==> src/include/ppm_consts.svh <==
`ifndef PPM_CONSTS_SVH
`define PPM_CONSTS_SVH

// ascii codes used in the image text
`define PPM_CHAR_P       8'h50
`define PPM_CHAR_ZERO    8'h30
`define PPM_CHAR_SPACE   8'h20
`define PPM_CHAR_NEWLINE 8'h0a

// handshake bytes sent to the host
`define PPM_GREETING 8'h99  // ready for a program
`define PPM_STARTED  8'haa  // core has been started

`define PPM_DEF_WIDTH  32'd128
`define PPM_DEF_HEIGHT 32'd128

`define PPM_CLK_PER_HALF_BIT 100  // clock cycles per half uart bit
`define PPM_PIXEL_CREDITS    2    // pixels allowed ahead of the serializer
`define PPM_MAX_COLOR        255

`endif

==> src/design/image_pkg.sv <==
package image_pkg;

  // one colour channel of a pixel
  typedef logic [7:0] channel_t;

  // one decimal digit
  typedef logic [3:0] digit_t;

  // [2] hundreds, [1] tens, [0] ones
  typedef digit_t [2:0] digit3_t;

endpackage

==> src/design/link_pkg.sv <==
package link_pkg;

  // one byte on the uart line
  typedef logic [7:0] link_byte_t;

  // the receiver fills this one lane per byte, little endian,
  // and the loader reads it back as a single word
  typedef union packed {
    link_byte_t [3:0] lanes;
    logic [31:0]      word;
  } link_word_u;

  // program word count and instruction index
  typedef logic [29:0] prog_count_t;

endpackage

==> src/design/channel_to_decimal.sv <==
`timescale 1ns/1ps

module channel_to_decimal import image_pkg::*; (
  input  logic     clk,
  input  logic     rstn,
  input  channel_t value,
  input  logic     valid_in,
  output digit3_t  digits,
  output logic     valid_out
);

  digit_t     hund1;
  logic [6:0] rem1;  // below 100 after stage 1
  digit_t     hund2;
  digit_t     tens2;
  digit_t     ones2;
  digit_t     tens_c;
  logic       v1;
  logic       v2;

  // largest multiple of ten not above the remainder
  always_comb begin
    tens_c = '0;
    for (int i = 1; i < 10; i++) begin
      if (rem1 >= 7'(i * 10)) tens_c = digit_t'(i);
    end
  end

  always_ff @(posedge clk) begin
    if (value >= 8'd200) begin
      hund1 <= 4'd2;
      rem1  <= 7'(value - 8'd200);
    end else if (value >= 8'd100) begin
      hund1 <= 4'd1;
      rem1  <= 7'(value - 8'd100);
    end else begin
      hund1 <= 4'd0;
      rem1  <= value[6:0];
    end
    hund2  <= hund1;
    tens2  <= tens_c;
    ones2  <= digit_t'(rem1 - 7'(tens_c * 10));
    digits <= {hund2, tens2, ones2};
  end

  always_ff @(posedge clk) begin
    if (!rstn) begin
      v1        <= 1'b0;
      v2        <= 1'b0;
      valid_out <= 1'b0;
    end else begin
      v1        <= valid_in;
      v2        <= v1;
      valid_out <= v2;  // three cycles, no stall
    end
  end

endmodule

==> src/design/image_uart_io.sv <==
`timescale 1ns/1ps
`include "ppm_consts.svh"

module image_uart_io #(
  parameter int img_width        = `PPM_DEF_WIDTH,
  parameter int img_height       = `PPM_DEF_HEIGHT,
  parameter int clk_per_half_bit = `PPM_CLK_PER_HALF_BIT
) (
  input  logic        clk,
  input  logic        rstn,
  input  logic        rxd,
  output logic        txd,
  output logic        wr_en_instr,
  output logic [31:0] addr_in_instr,
  output logic [31:0] data_in_instr,
  output logic        memread_io,
  output logic [31:0] addr_io,
  input  logic [31:0] data_from_memory_io,
  input  logic        data_ready_io,
  output logic        core_start,
  input  logic        core_end
);

  logic [7:0]        rx_data;
  logic              rx_valid;
  logic [7:0]        greet_byte;
  logic              greet_send;
  logic              greet_done;
  logic              load_done;
  logic              header_done;
  logic              credit_return;
  logic [2:0][7:0]   pix_ch;  // [2] red, [1] green, [0] blue
  logic              pix_valid;
  logic [2:0][11:0]  digits;
  logic [2:0]        digits_valid;

  uart_rx #(.clk_per_half_bit(clk_per_half_bit)) i_uart_rx (
    .clk   (clk),
    .rstn  (rstn),
    .rxd   (rxd),
    .data  (rx_data),
    .valid (rx_valid)
  );

  program_loader i_loader (
    .clk           (clk),
    .rstn          (rstn),
    .rx_data       (rx_data),
    .rx_valid      (rx_valid),
    .greet_byte    (greet_byte),
    .greet_send    (greet_send),
    .greet_done    (greet_done),
    .wr_en_instr   (wr_en_instr),
    .addr_in_instr (addr_in_instr),
    .data_in_instr (data_in_instr),
    .core_start    (core_start),
    .load_done     (load_done)
  );

  pixel_fetch #(.num_pixels(img_width * img_height)) i_fetch (
    .clk                 (clk),
    .rstn                (rstn),
    .start               (header_done),
    .credit_return       (credit_return),
    .memread_io          (memread_io),
    .addr_io             (addr_io),
    .data_from_memory_io (data_from_memory_io),
    .data_ready_io       (data_ready_io),
    .pix_red             (pix_ch[2]),
    .pix_green           (pix_ch[1]),
    .pix_blue            (pix_ch[0]),
    .pix_valid           (pix_valid)
  );

  for (genvar c = 0; c < 3; c++) begin : g_conv
    channel_to_decimal i_conv (
      .clk       (clk),
      .rstn      (rstn),
      .value     (pix_ch[c]),
      .valid_in  (pix_valid),
      .digits    (digits[c]),
      .valid_out (digits_valid[c])
    );
  end

  ppm_serializer #(
    .img_width        (img_width),
    .img_height       (img_height),
    .clk_per_half_bit (clk_per_half_bit)
  ) i_serializer (
    .clk           (clk),
    .rstn          (rstn),
    .greet_byte    (greet_byte),
    .greet_send    (greet_send),
    .greet_done    (greet_done),
    .header_start  (load_done & core_end),
    .header_done   (header_done),
    .digits_red    (digits[2]),
    .digits_green  (digits[1]),
    .digits_blue   (digits[0]),
    .digits_valid  (&digits_valid),
    .credit_return (credit_return),
    .txd           (txd)
  );

endmodule

==> src/design/pixel_fetch.sv <==
`timescale 1ns/1ps
`include "ppm_consts.svh"

module pixel_fetch import image_pkg::*; #(
  parameter int num_pixels = 16384
) (
  input  logic        clk,
  input  logic        rstn,
  input  logic        start,
  input  logic        credit_return,
  output logic        memread_io,
  output logic [31:0] addr_io,
  input  logic [31:0] data_from_memory_io,
  input  logic        data_ready_io,
  output channel_t    pix_red,
  output channel_t    pix_green,
  output channel_t    pix_blue,
  output logic        pix_valid
);

  localparam int credit_w = $clog2(`PPM_PIXEL_CREDITS + 1);
  localparam int idx_w    = $clog2(num_pixels + 1);

  logic                running;
  logic                pending;  // one read outstanding
  logic [credit_w-1:0] credits;
  logic [idx_w-1:0]    pix_idx;
  logic                issue;

  assign issue = running && !pending && credits != '0 && pix_idx != idx_w'(num_pixels);

  always_ff @(posedge clk) begin
    if (!rstn) begin
      running     <= 1'b0;
      pending     <= 1'b0;
      credits     <= credit_w'(`PPM_PIXEL_CREDITS);
      pix_idx     <= '0;
      memread_io  <= 1'b0;
      pix_valid   <= 1'b0;
    end else begin
      if (start) running <= 1'b1;
      memread_io <= issue;
      pix_valid  <= pending && data_ready_io;
      if (issue) begin
        pending <= 1'b1;
        pix_idx <= pix_idx + 1'b1;
      end else if (data_ready_io) begin
        pending <= 1'b0;
      end
      credits <= credits + credit_w'(credit_return) - credit_w'(issue);
    end
  end

  always_ff @(posedge clk) begin
    if (issue) addr_io <= 32'(pix_idx) << 2;
    if (data_ready_io) begin
      pix_red   <= data_from_memory_io[7:0];
      pix_green <= data_from_memory_io[15:8];
      pix_blue  <= data_from_memory_io[23:16];
    end
  end

endmodule

==> src/design/ppm_serializer.sv <==
`timescale 1ns/1ps
`include "ppm_consts.svh"

module ppm_serializer import link_pkg::*, image_pkg::*; #(
  parameter int img_width        = `PPM_DEF_WIDTH,
  parameter int img_height       = `PPM_DEF_HEIGHT,
  parameter int clk_per_half_bit = `PPM_CLK_PER_HALF_BIT
) (
  input  logic       clk,
  input  logic       rstn,
  input  link_byte_t greet_byte,
  input  logic       greet_send,
  output logic       greet_done,
  input  logic       header_start,
  output logic       header_done,
  input  digit3_t    digits_red,
  input  digit3_t    digits_green,
  input  digit3_t    digits_blue,
  input  logic       digits_valid,
  output logic       credit_return,
  output logic       txd
);

  function automatic link_byte_t dec_char(input int value);
    return `PPM_CHAR_ZERO + link_byte_t'(value % 10);
  endfunction

  // "P3\n" width " " height " 255\n", fixed at elaboration
  localparam logic [0:14][7:0] header = {
    `PPM_CHAR_P, dec_char(3), `PPM_CHAR_NEWLINE,
    dec_char(img_width / 100), dec_char(img_width / 10), dec_char(img_width),
    `PPM_CHAR_SPACE,
    dec_char(img_height / 100), dec_char(img_height / 10), dec_char(img_height),
    `PPM_CHAR_SPACE,
    dec_char(`PPM_MAX_COLOR / 100), dec_char(`PPM_MAX_COLOR / 10),
    dec_char(`PPM_MAX_COLOR), `PPM_CHAR_NEWLINE
  };

  localparam logic [2:0] M_IDLE    = 3'd0;  // greeting bytes accepted here
  localparam logic [2:0] M_GREET   = 3'd1;
  localparam logic [2:0] M_HEADER  = 3'd2;
  localparam logic [2:0] M_PIXWAIT = 3'd3;
  localparam logic [2:0] M_PIXEL   = 3'd4;

  logic [2:0]    mode;
  logic [3:0]    idx;  // byte within header or pixel line
  logic          wait_tx;
  logic          busy_q;
  logic          byte_done;
  logic          tx_start;
  logic          tx_busy;
  link_byte_t    tx_data;
  link_byte_t    next_byte;
  digit3_t [2:0] buf_mem [2];  // red in [2], blue in [0]
  digit3_t [2:0] cur_pix;
  digit3_t       sel;
  logic          wr_ptr;
  logic          rd_ptr;
  logic [1:0]    count;
  logic          push;
  logic          pop;

  assign byte_done = busy_q && !tx_busy;
  assign push      = digits_valid;
  assign pop       = mode == M_PIXWAIT && count != '0;

  // pixel line is "RRR GGG BBB\n", four bytes per channel
  always_comb begin
    sel = cur_pix[2'd2 - idx[3:2]];
    if (mode == M_HEADER) next_byte = header[idx];
    else if (idx[1:0] == 2'd3) next_byte = (idx[3:2] == 2'd2) ? `PPM_CHAR_NEWLINE : `PPM_CHAR_SPACE;
    else next_byte = `PPM_CHAR_ZERO + link_byte_t'(sel[2'd2 - idx[1:0]]);
  end

  always_ff @(posedge clk) begin
    if (!rstn) begin
      mode          <= M_IDLE;
      idx           <= '0;
      wait_tx       <= 1'b0;
      busy_q        <= 1'b0;
      tx_start      <= 1'b0;
      greet_done    <= 1'b0;
      header_done   <= 1'b0;
      credit_return <= 1'b0;
      wr_ptr        <= 1'b0;
      rd_ptr        <= 1'b0;
      count         <= '0;
    end else begin
      busy_q        <= tx_busy;
      tx_start      <= 1'b0;
      greet_done    <= 1'b0;
      header_done   <= 1'b0;
      credit_return <= 1'b0;
      if (push) wr_ptr <= ~wr_ptr;
      if (pop) rd_ptr <= ~rd_ptr;
      count <= count + 2'(push) - 2'(pop);
      if (byte_done) begin
        wait_tx <= 1'b0;
        case (mode)
          M_GREET: begin
            greet_done <= 1'b1;
            mode       <= M_IDLE;
          end
          M_HEADER: if (idx == 4'd14) begin
            header_done <= 1'b1;
            mode        <= M_PIXWAIT;
          end else begin
            idx <= idx + 1'b1;
          end
          M_PIXEL: if (idx == 4'd11) begin
            credit_return <= 1'b1;  // newline is out, fetcher may read again
            mode          <= M_PIXWAIT;
          end else begin
            idx <= idx + 1'b1;
          end
          default: ;
        endcase
      end else if (!wait_tx) begin
        case (mode)
          M_IDLE: if (greet_send) begin
            tx_start <= 1'b1;
            wait_tx  <= 1'b1;
            mode     <= M_GREET;
          end else if (header_start) begin
            idx  <= '0;
            mode <= M_HEADER;
          end
          M_HEADER, M_PIXEL: begin
            tx_start <= 1'b1;
            wait_tx  <= 1'b1;
          end
          M_PIXWAIT: if (pop) begin
            idx  <= '0;
            mode <= M_PIXEL;
          end
          default: ;
        endcase
      end
    end
  end

  always_ff @(posedge clk) begin
    if (push) buf_mem[wr_ptr] <= {digits_red, digits_green, digits_blue};
    if (pop) cur_pix <= buf_mem[rd_ptr];
    if (!wait_tx) tx_data <= (mode == M_IDLE) ? greet_byte : next_byte;
  end

  uart_tx #(
    .clk_per_half_bit(clk_per_half_bit)
  ) i_uart_tx (
    .clk   (clk),
    .rstn  (rstn),
    .data  (tx_data),
    .start (tx_start),
    .busy  (tx_busy),
    .txd   (txd)
  );

endmodule

==> src/design/program_loader.sv <==
`timescale 1ns/1ps
`include "ppm_consts.svh"

module program_loader import link_pkg::*; (
  input  logic        clk,
  input  logic        rstn,
  input  link_byte_t  rx_data,
  input  logic        rx_valid,
  output link_byte_t  greet_byte,
  output logic        greet_send,
  input  logic        greet_done,
  output logic        wr_en_instr,
  output logic [31:0] addr_in_instr,
  output logic [31:0] data_in_instr,
  output logic        core_start,
  output logic        load_done
);

  localparam logic [2:0] S_GREET      = 3'd0;
  localparam logic [2:0] S_GREET_WAIT = 3'd1;
  localparam logic [2:0] S_COUNT      = 3'd2;  // byte count, 4 bytes
  localparam logic [2:0] S_SIZE       = 3'd3;
  localparam logic [2:0] S_WORD       = 3'd4;  // one program word, 4 bytes
  localparam logic [2:0] S_WRITE      = 3'd5;
  localparam logic [2:0] S_START_WAIT = 3'd6;
  localparam logic [2:0] S_DONE       = 3'd7;

  logic [2:0]  state;
  logic [1:0]  lane;
  link_word_u  rx_word;
  prog_count_t words;
  prog_count_t instr_idx;

  assign greet_byte    = core_start ? `PPM_STARTED : `PPM_GREETING;
  assign addr_in_instr = {instr_idx, 2'b00};
  assign data_in_instr = rx_word.word;

  always_ff @(posedge clk) begin
    if (!rstn) begin
      state       <= S_GREET;
      lane        <= '0;
      instr_idx   <= '0;
      greet_send  <= 1'b0;
      wr_en_instr <= 1'b0;
      core_start  <= 1'b0;
      load_done   <= 1'b0;
    end else begin
      greet_send  <= 1'b0;
      wr_en_instr <= 1'b0;
      case (state)
        S_GREET: begin
          greet_send <= 1'b1;
          state      <= S_GREET_WAIT;
        end
        S_GREET_WAIT: if (greet_done) state <= S_COUNT;
        S_COUNT, S_WORD: if (rx_valid) begin
          lane <= lane + 1'b1;
          if (lane == 2'd3) begin
            wr_en_instr <= (state == S_WORD);  // word is complete next cycle
            state       <= (state == S_WORD) ? S_WRITE : S_SIZE;
          end
        end
        S_SIZE: begin
          if (rx_word.word[31:2] == '0) begin  // empty program
            core_start <= 1'b1;
            greet_send <= 1'b1;
            state      <= S_START_WAIT;
          end else begin
            state <= S_WORD;
          end
        end
        S_WRITE: begin
          instr_idx <= instr_idx + 1'b1;
          if (instr_idx == words - 1'b1) begin
            core_start <= 1'b1;  // stays up until reset
            greet_send <= 1'b1;  // announce the start with 0xaa
            state      <= S_START_WAIT;
          end else begin
            state <= S_WORD;
          end
        end
        S_START_WAIT: if (greet_done) begin
          load_done <= 1'b1;
          state     <= S_DONE;
        end
        default: ;
      endcase
    end
  end

  always_ff @(posedge clk) begin
    if (rx_valid && (state == S_COUNT || state == S_WORD)) rx_word.lanes[lane] <= rx_data;
    if (state == S_SIZE) words <= rx_word.word[31:2];  // bytes to words
  end

endmodule

==> src/design/uart_rx.sv <==
`timescale 1ns/1ps
`include "ppm_consts.svh"

module uart_rx import link_pkg::*; #(
  parameter int clk_per_half_bit = `PPM_CLK_PER_HALF_BIT
) (
  input  logic       clk,
  input  logic       rstn,
  input  logic       rxd,
  output link_byte_t data,
  output logic       valid
);

  localparam int cnt_w = $clog2(2 * clk_per_half_bit);
  localparam logic [cnt_w-1:0] half_last = cnt_w'(clk_per_half_bit - 1);
  localparam logic [cnt_w-1:0] bit_last  = cnt_w'(2 * clk_per_half_bit - 1);

  localparam logic [1:0] RX_IDLE  = 2'd0;
  localparam logic [1:0] RX_START = 2'd1;
  localparam logic [1:0] RX_DATA  = 2'd2;
  localparam logic [1:0] RX_STOP  = 2'd3;

  logic [1:0]       state;
  logic [cnt_w-1:0] cnt;
  logic [2:0]       bit_idx;
  logic             rxd_meta;
  logic             rxd_s;

  always_ff @(posedge clk) begin
    if (!rstn) begin
      rxd_meta <= 1'b1;
      rxd_s    <= 1'b1;
      state    <= RX_IDLE;
      cnt      <= '0;
      bit_idx  <= '0;
      valid    <= 1'b0;
    end else begin
      rxd_meta <= rxd;  // two-flop synchronizer
      rxd_s    <= rxd_meta;
      valid    <= 1'b0;
      cnt      <= cnt + 1'b1;
      case (state)
        RX_IDLE: begin
          cnt <= '0;
          if (!rxd_s) state <= RX_START;
        end
        RX_START: if (cnt == half_last) begin  // middle of the start bit
          cnt     <= '0;
          bit_idx <= '0;
          state   <= rxd_s ? RX_IDLE : RX_DATA;  // a glitch goes back to idle
        end
        RX_DATA: if (cnt == bit_last) begin
          cnt     <= '0;
          bit_idx <= bit_idx + 1'b1;
          if (bit_idx == 3'd7) state <= RX_STOP;
        end
        default: if (cnt == bit_last) begin
          valid <= rxd_s;  // no stop bit, no byte
          state <= RX_IDLE;
        end
      endcase
    end
  end

  // data bits arrive lsb first
  always_ff @(posedge clk) begin
    if (state == RX_DATA && cnt == bit_last) data <= {rxd_s, data[7:1]};
  end

endmodule

==> src/design/uart_tx.sv <==
`timescale 1ns/1ps
`include "ppm_consts.svh"

module uart_tx import link_pkg::*; #(
  parameter int clk_per_half_bit = `PPM_CLK_PER_HALF_BIT
) (
  input  logic       clk,
  input  logic       rstn,
  input  link_byte_t data,
  input  logic       start,
  output logic       busy,
  output logic       txd
);

  localparam int cnt_w = $clog2(2 * clk_per_half_bit);
  localparam logic [cnt_w-1:0] bit_last = cnt_w'(2 * clk_per_half_bit - 1);

  logic [cnt_w-1:0] cyc_cnt;
  logic [3:0]       bit_idx;  // 0 start, 1..8 data, 9 stop
  logic [8:0]       shreg;
  logic             load;
  logic             bit_end;

  assign load    = start && !busy;
  assign bit_end = busy && cyc_cnt == bit_last;

  always_ff @(posedge clk) begin
    if (!rstn) begin
      busy    <= 1'b0;
      txd     <= 1'b1;
      cyc_cnt <= '0;
      bit_idx <= '0;
    end else if (load) begin
      busy    <= 1'b1;
      txd     <= 1'b0;  // start bit
      cyc_cnt <= '0;
      bit_idx <= '0;
    end else if (bit_end) begin
      cyc_cnt <= '0;
      if (bit_idx == 4'd9) begin
        busy <= 1'b0;  // stop bit done
      end else begin
        txd     <= shreg[0];
        bit_idx <= bit_idx + 1'b1;
      end
    end else if (busy) begin
      cyc_cnt <= cyc_cnt + 1'b1;
    end
  end

  // stop bit sits above the data and shifts down behind it
  always_ff @(posedge clk) begin
    if (load) shreg <= {1'b1, data};
    else if (bit_end) shreg <= {1'b1, shreg[8:1]};
  end

endmodule

==> config.mk <==
export PLATFORM = sky130hd
export DESIGN_NAME = image_uart_io
export DESIGN_NICKNAME = d
export VERILOG_FILES = /design/src/design/image_pkg.sv /design/src/design/link_pkg.sv /design/src/design/channel_to_decimal.sv /design/src/design/image_uart_io.sv /design/src/design/pixel_fetch.sv /design/src/design/ppm_serializer.sv /design/src/design/program_loader.sv /design/src/design/uart_rx.sv /design/src/design/uart_tx.sv
export VERILOG_INCLUDE_DIRS = /design/src /design/src/include
export SDC_FILE = /design/constraint.sdc
export NUM_CORES = 1
export LEC_CHECK = 0
export ABC_AREA = 1
export BUFFER_PORTS_ARGS = -buffer_cell sky130_fd_sc_hd__buf_2
export CORE_ASPECT_RATIO = 1.75
export CORE_UTILIZATION = 55
export CTS_CLUSTER_DIAMETER = 120
export CTS_CLUSTER_SIZE = 25
export DETAILED_ROUTE_END_ITERATION = 7
export GPL_TIMING_DRIVEN = 0
export MAX_ROUTING_LAYER = met4
export PLACE_DENSITY = 0.83
export SLEW_MARGIN = 20
export SYNTH_ARGS = -nofsm -noshare
export SYNTH_HDL_FRONTEND = slang
export SYNTH_SLANG_ARGS = --single-unit
==> constraint.sdc <==
create_clock -name clk -period 5 [get_ports clk]
set_clock_uncertainty 0.05 [all_clocks]
set_input_delay 0 -clock clk [delete_from_list [all_inputs] [get_ports clk]]
set_output_delay 0 -clock clk [all_outputs]
set_load 0.01 [all_outputs]
==> reports/metrics.cfg <==
[cts]
cts_tree=yes
cts.clk_slew.worst_paths_ns=0.10
clock_path_buffers=3
cts_resized=0
cts_max_level=1
postCtsSetupBuffers=0
clock_tree.root_cell=clkbuf_16
cts_made_buffers=20
cts_num_sinks=412
clock_latency_ns=0.56

[sta]
fin_ws_ns=2.08
hold_viol_final=0
tightest_slew_ns=0.998
rsz0062_at_grt=false
finalMaxSlewViolations=0
setup_tns_ns=0
period_needed_ns=2.92
finalCritPeriodShare=0.584
slew_headroom=0.334
clock.fmax_mhz=343
setup_viol=0

[worst_setup_path]
cp.required_ns=5.26
crit_path_start_kind=flop
r2r_end=i_serializer.tx_data[0]
r2r_slack_ns=2.08
crit_end=i_serializer.tx_data[0]
critPathCaptureType=flop
worstPathArrival_ns=3.18
crit_type=reg -> reg
crit_start=i_serializer.idx[2]
rr_startpoint=i_serializer.idx[2]
critical_path_peak_fanout=11
reg2reg_depth=10

[synth]
yosys.area_share.simple=0.189
synth_compound_area_frac=0.0752
syn_area_sq_mm=0.0172
synth-edff-count=215
avgSynthCellArea_sq_um=9.88
synth_top_area_frac=0.375
synth_mux_area_frac=0
synth-async-reset-ratio=0
ys_seq_elements=412
synth_top_family_by_area=simple AND/OR/NAND/NOR gates
synth_xor_area_frac=0.0329
synthTopCellsByCount=nand2_1 (352), edfxtp_1 (215), inv_1 (201)
synth.most_common_cell=nand2_1
syn_inst=1741
ys_types=61
synth_adder_area_share=0.0384
ys_seq_area_frac=0.605
yosys-top-cells-area=edfxtp_1 (38%), dfxtp_1 (23%), nand2_1 (7.7%), inv_1 (4.4%), nor2_1 (4.0%)
synth.largest_area_cell=edfxtp_1
yosys_warnings=0
synth_ff_type=edfxtp_1

[route]
drc=0
drt_iter0_drc=630
via_per_inst=5.29
firstDrtPassIters=5
num_vias=12300
wl_microns=37400
wl_per_cell_microns=16.1
ant_nets=0

[power]
ir_worst_vdd_mv=0.328
power.leakage_nw=7.68
power_density_mw_per_mm2=359

[floorplanning]
core.rowCount=85
io_pins=137
dieArea_sq_mm=0.0320
core_sq_mm=0.0307
initial_core_util=0.560
die_h_microns=236
die_w_microns=136

[placed_design]
hpwl_microns=27800
post-place-ws_ns=2.12
finalWeightedCongestion=0.936
io_buffers=109

[finish]
register_area_sq_mm=0.0104
final_nets=2006
layout-drive-gt1-share=0.109
num-fill-cells=2425
area_growth_pct=11.8
multi_input_area_sq_mm=0.00587
diodes=0

[grt]
first_global_vias=12500
antenna_found_initial=0
grt.total_usage=0.243
grt_pass1_wl_microns=58700
gr-total-overflow=0
grt_max_degree=32

[run]
drv_cap=0

[run_status]
status=complete, no violations

[min_path]
min_path_type=in -> reg

-- registers in the layout, summed over array words and instances, names as in the netlist, 12 cells and up --
name	flops
i_fetch.pix_idx	15
i_serializer.cur_pix	30
g_conv.i_conv.ones2	12
g_conv.i_conv.tens2	12
g_conv.i_conv.digits	30
i_fetch.addr_io	15
i_loader.data_in_instr	32
i_loader.words	30
g_conv.i_conv.rem1	21
i_loader.instr_idx	30
i_serializer.buf_mem	60
-- where the power goes --
group / switching, mW / internal, mW
clock: 1.01 / 0.805
sequential: 0.170 / 3.93
combinational: 0.640 / 0.341
total: 1.82 / 5.08
-- timing repair --
| item | 4_1_cts | 5_1_grt |
|---|---|---|
| endpoints found under the setup margin | 0 | 0 |
| endpoints found under the hold margin | 51 | 0 |
| hold buffers | 26 | 0 |
-- placed cells by master (no fill, tap or decap), drive strengths merged, types with 5 or more instances in the layout --
cell	n
a211oi	6
a21oi	79
a31oi	7
buf	136
clkbuf	53
conb	19
dfxtp	197
dlygate4sd3	26
edfxtp	215
ha	48
inv	207
nand2	357
nand3	72
nand3b	6
nand4	27
nor2	201
nor3	33
nor3b	11
nor4	16
o21a	8
o21ai	87
o31ai	5
or2	9
xnor2	19
xor2	43
-- worst min-delay path by stage --
stage / start / cells after the start / end / slack [ns]
4_1_cts: rstn / 3 / i_uart_rx.cnt[1] / 0.03
3_3_place_gp: data_from_memory_io[15] / 1 / i_fetch.pix_green[7] / 0.13
2_1_floorplan: data_from_memory_io[16] / 0 / i_fetch.pix_blue[0] / 0.05
5_1_grt: rstn / 3 / i_serializer.i_uart_tx.cyc_cnt[4] / 0.05
3_5_place_dp: data_from_memory_io[23] / 1 / i_fetch.pix_blue[7] / 0.13
6_report: rstn / 3 / i_uart_rx.cnt[1] / 0.03
-- worst max-delay path, stage by stage, from the launching register on --
cell and delay (ns):
dfxtp_1 0.38, buf_2 0.24, clkinv_1 0.33, ha_1 0.48, clkbuf_1 0.23, o21ai_0 0.42
o311ai_0 0.22, nand3_1 0.11, nand4_1 0.08, o21ai_0 0.08, inv_1 0.05
-- layer usage --
metal | vias to the layer above | track usage | part of all wire
met5 | - | - | 0
met4 | 0 | 0.135 | 0.052
met3 | 99 | 0.0243 | 0.031
met2 | 300 | 0.479 | 0.58
met1 | 5774 | 0.216 | 0.34
li1 | 6121 | - | -
-- stage by stage --
stage	hold WS, ns	power, mW	instances	utilization	area, sq um
2_1_floorplan	0.0489	4.85	1759	-	17300
3_3_place_gp	0.126	5.03	2259	0.595	18300
3_5_place_dp	0.128	5.12	2261	0.598	18400
4_1_cts	0.0253	6.93	2323	0.625	19200
5_1_grt	0.0547	7.22	2323	0.625	19200
6_report	0.0272	6.90	2323	0.625	19200
-- kinds of logic (layout without fill, tap and decap cells) --
| group | count (synthesis) | in the layout |
|---|---|---|
| AOI/OAI and AO/OA | 225 | 225 |
| xor gates and xnor gates | 63 | 63 |
| other | 1 | 19 |
| DFF | 412 | 412 |
| and+or+nand+nor | 736 | 736 |
| adders and majority gates | 51 | 51 |
| buffers and inverters | 253 | 426 |
-- area by class of cell --
type                       count  share of cell area
multi-input combinational   1094               0.305
inverter                     210              0.0410
clock buffer                  35              0.0301
clock inverter                 1            0.000846
tap                          391              0.0254
buffer                        43              0.0124
sequential                   412               0.541
timing repair buffer         137              0.0441
Power figures use the tool's default switching activity.
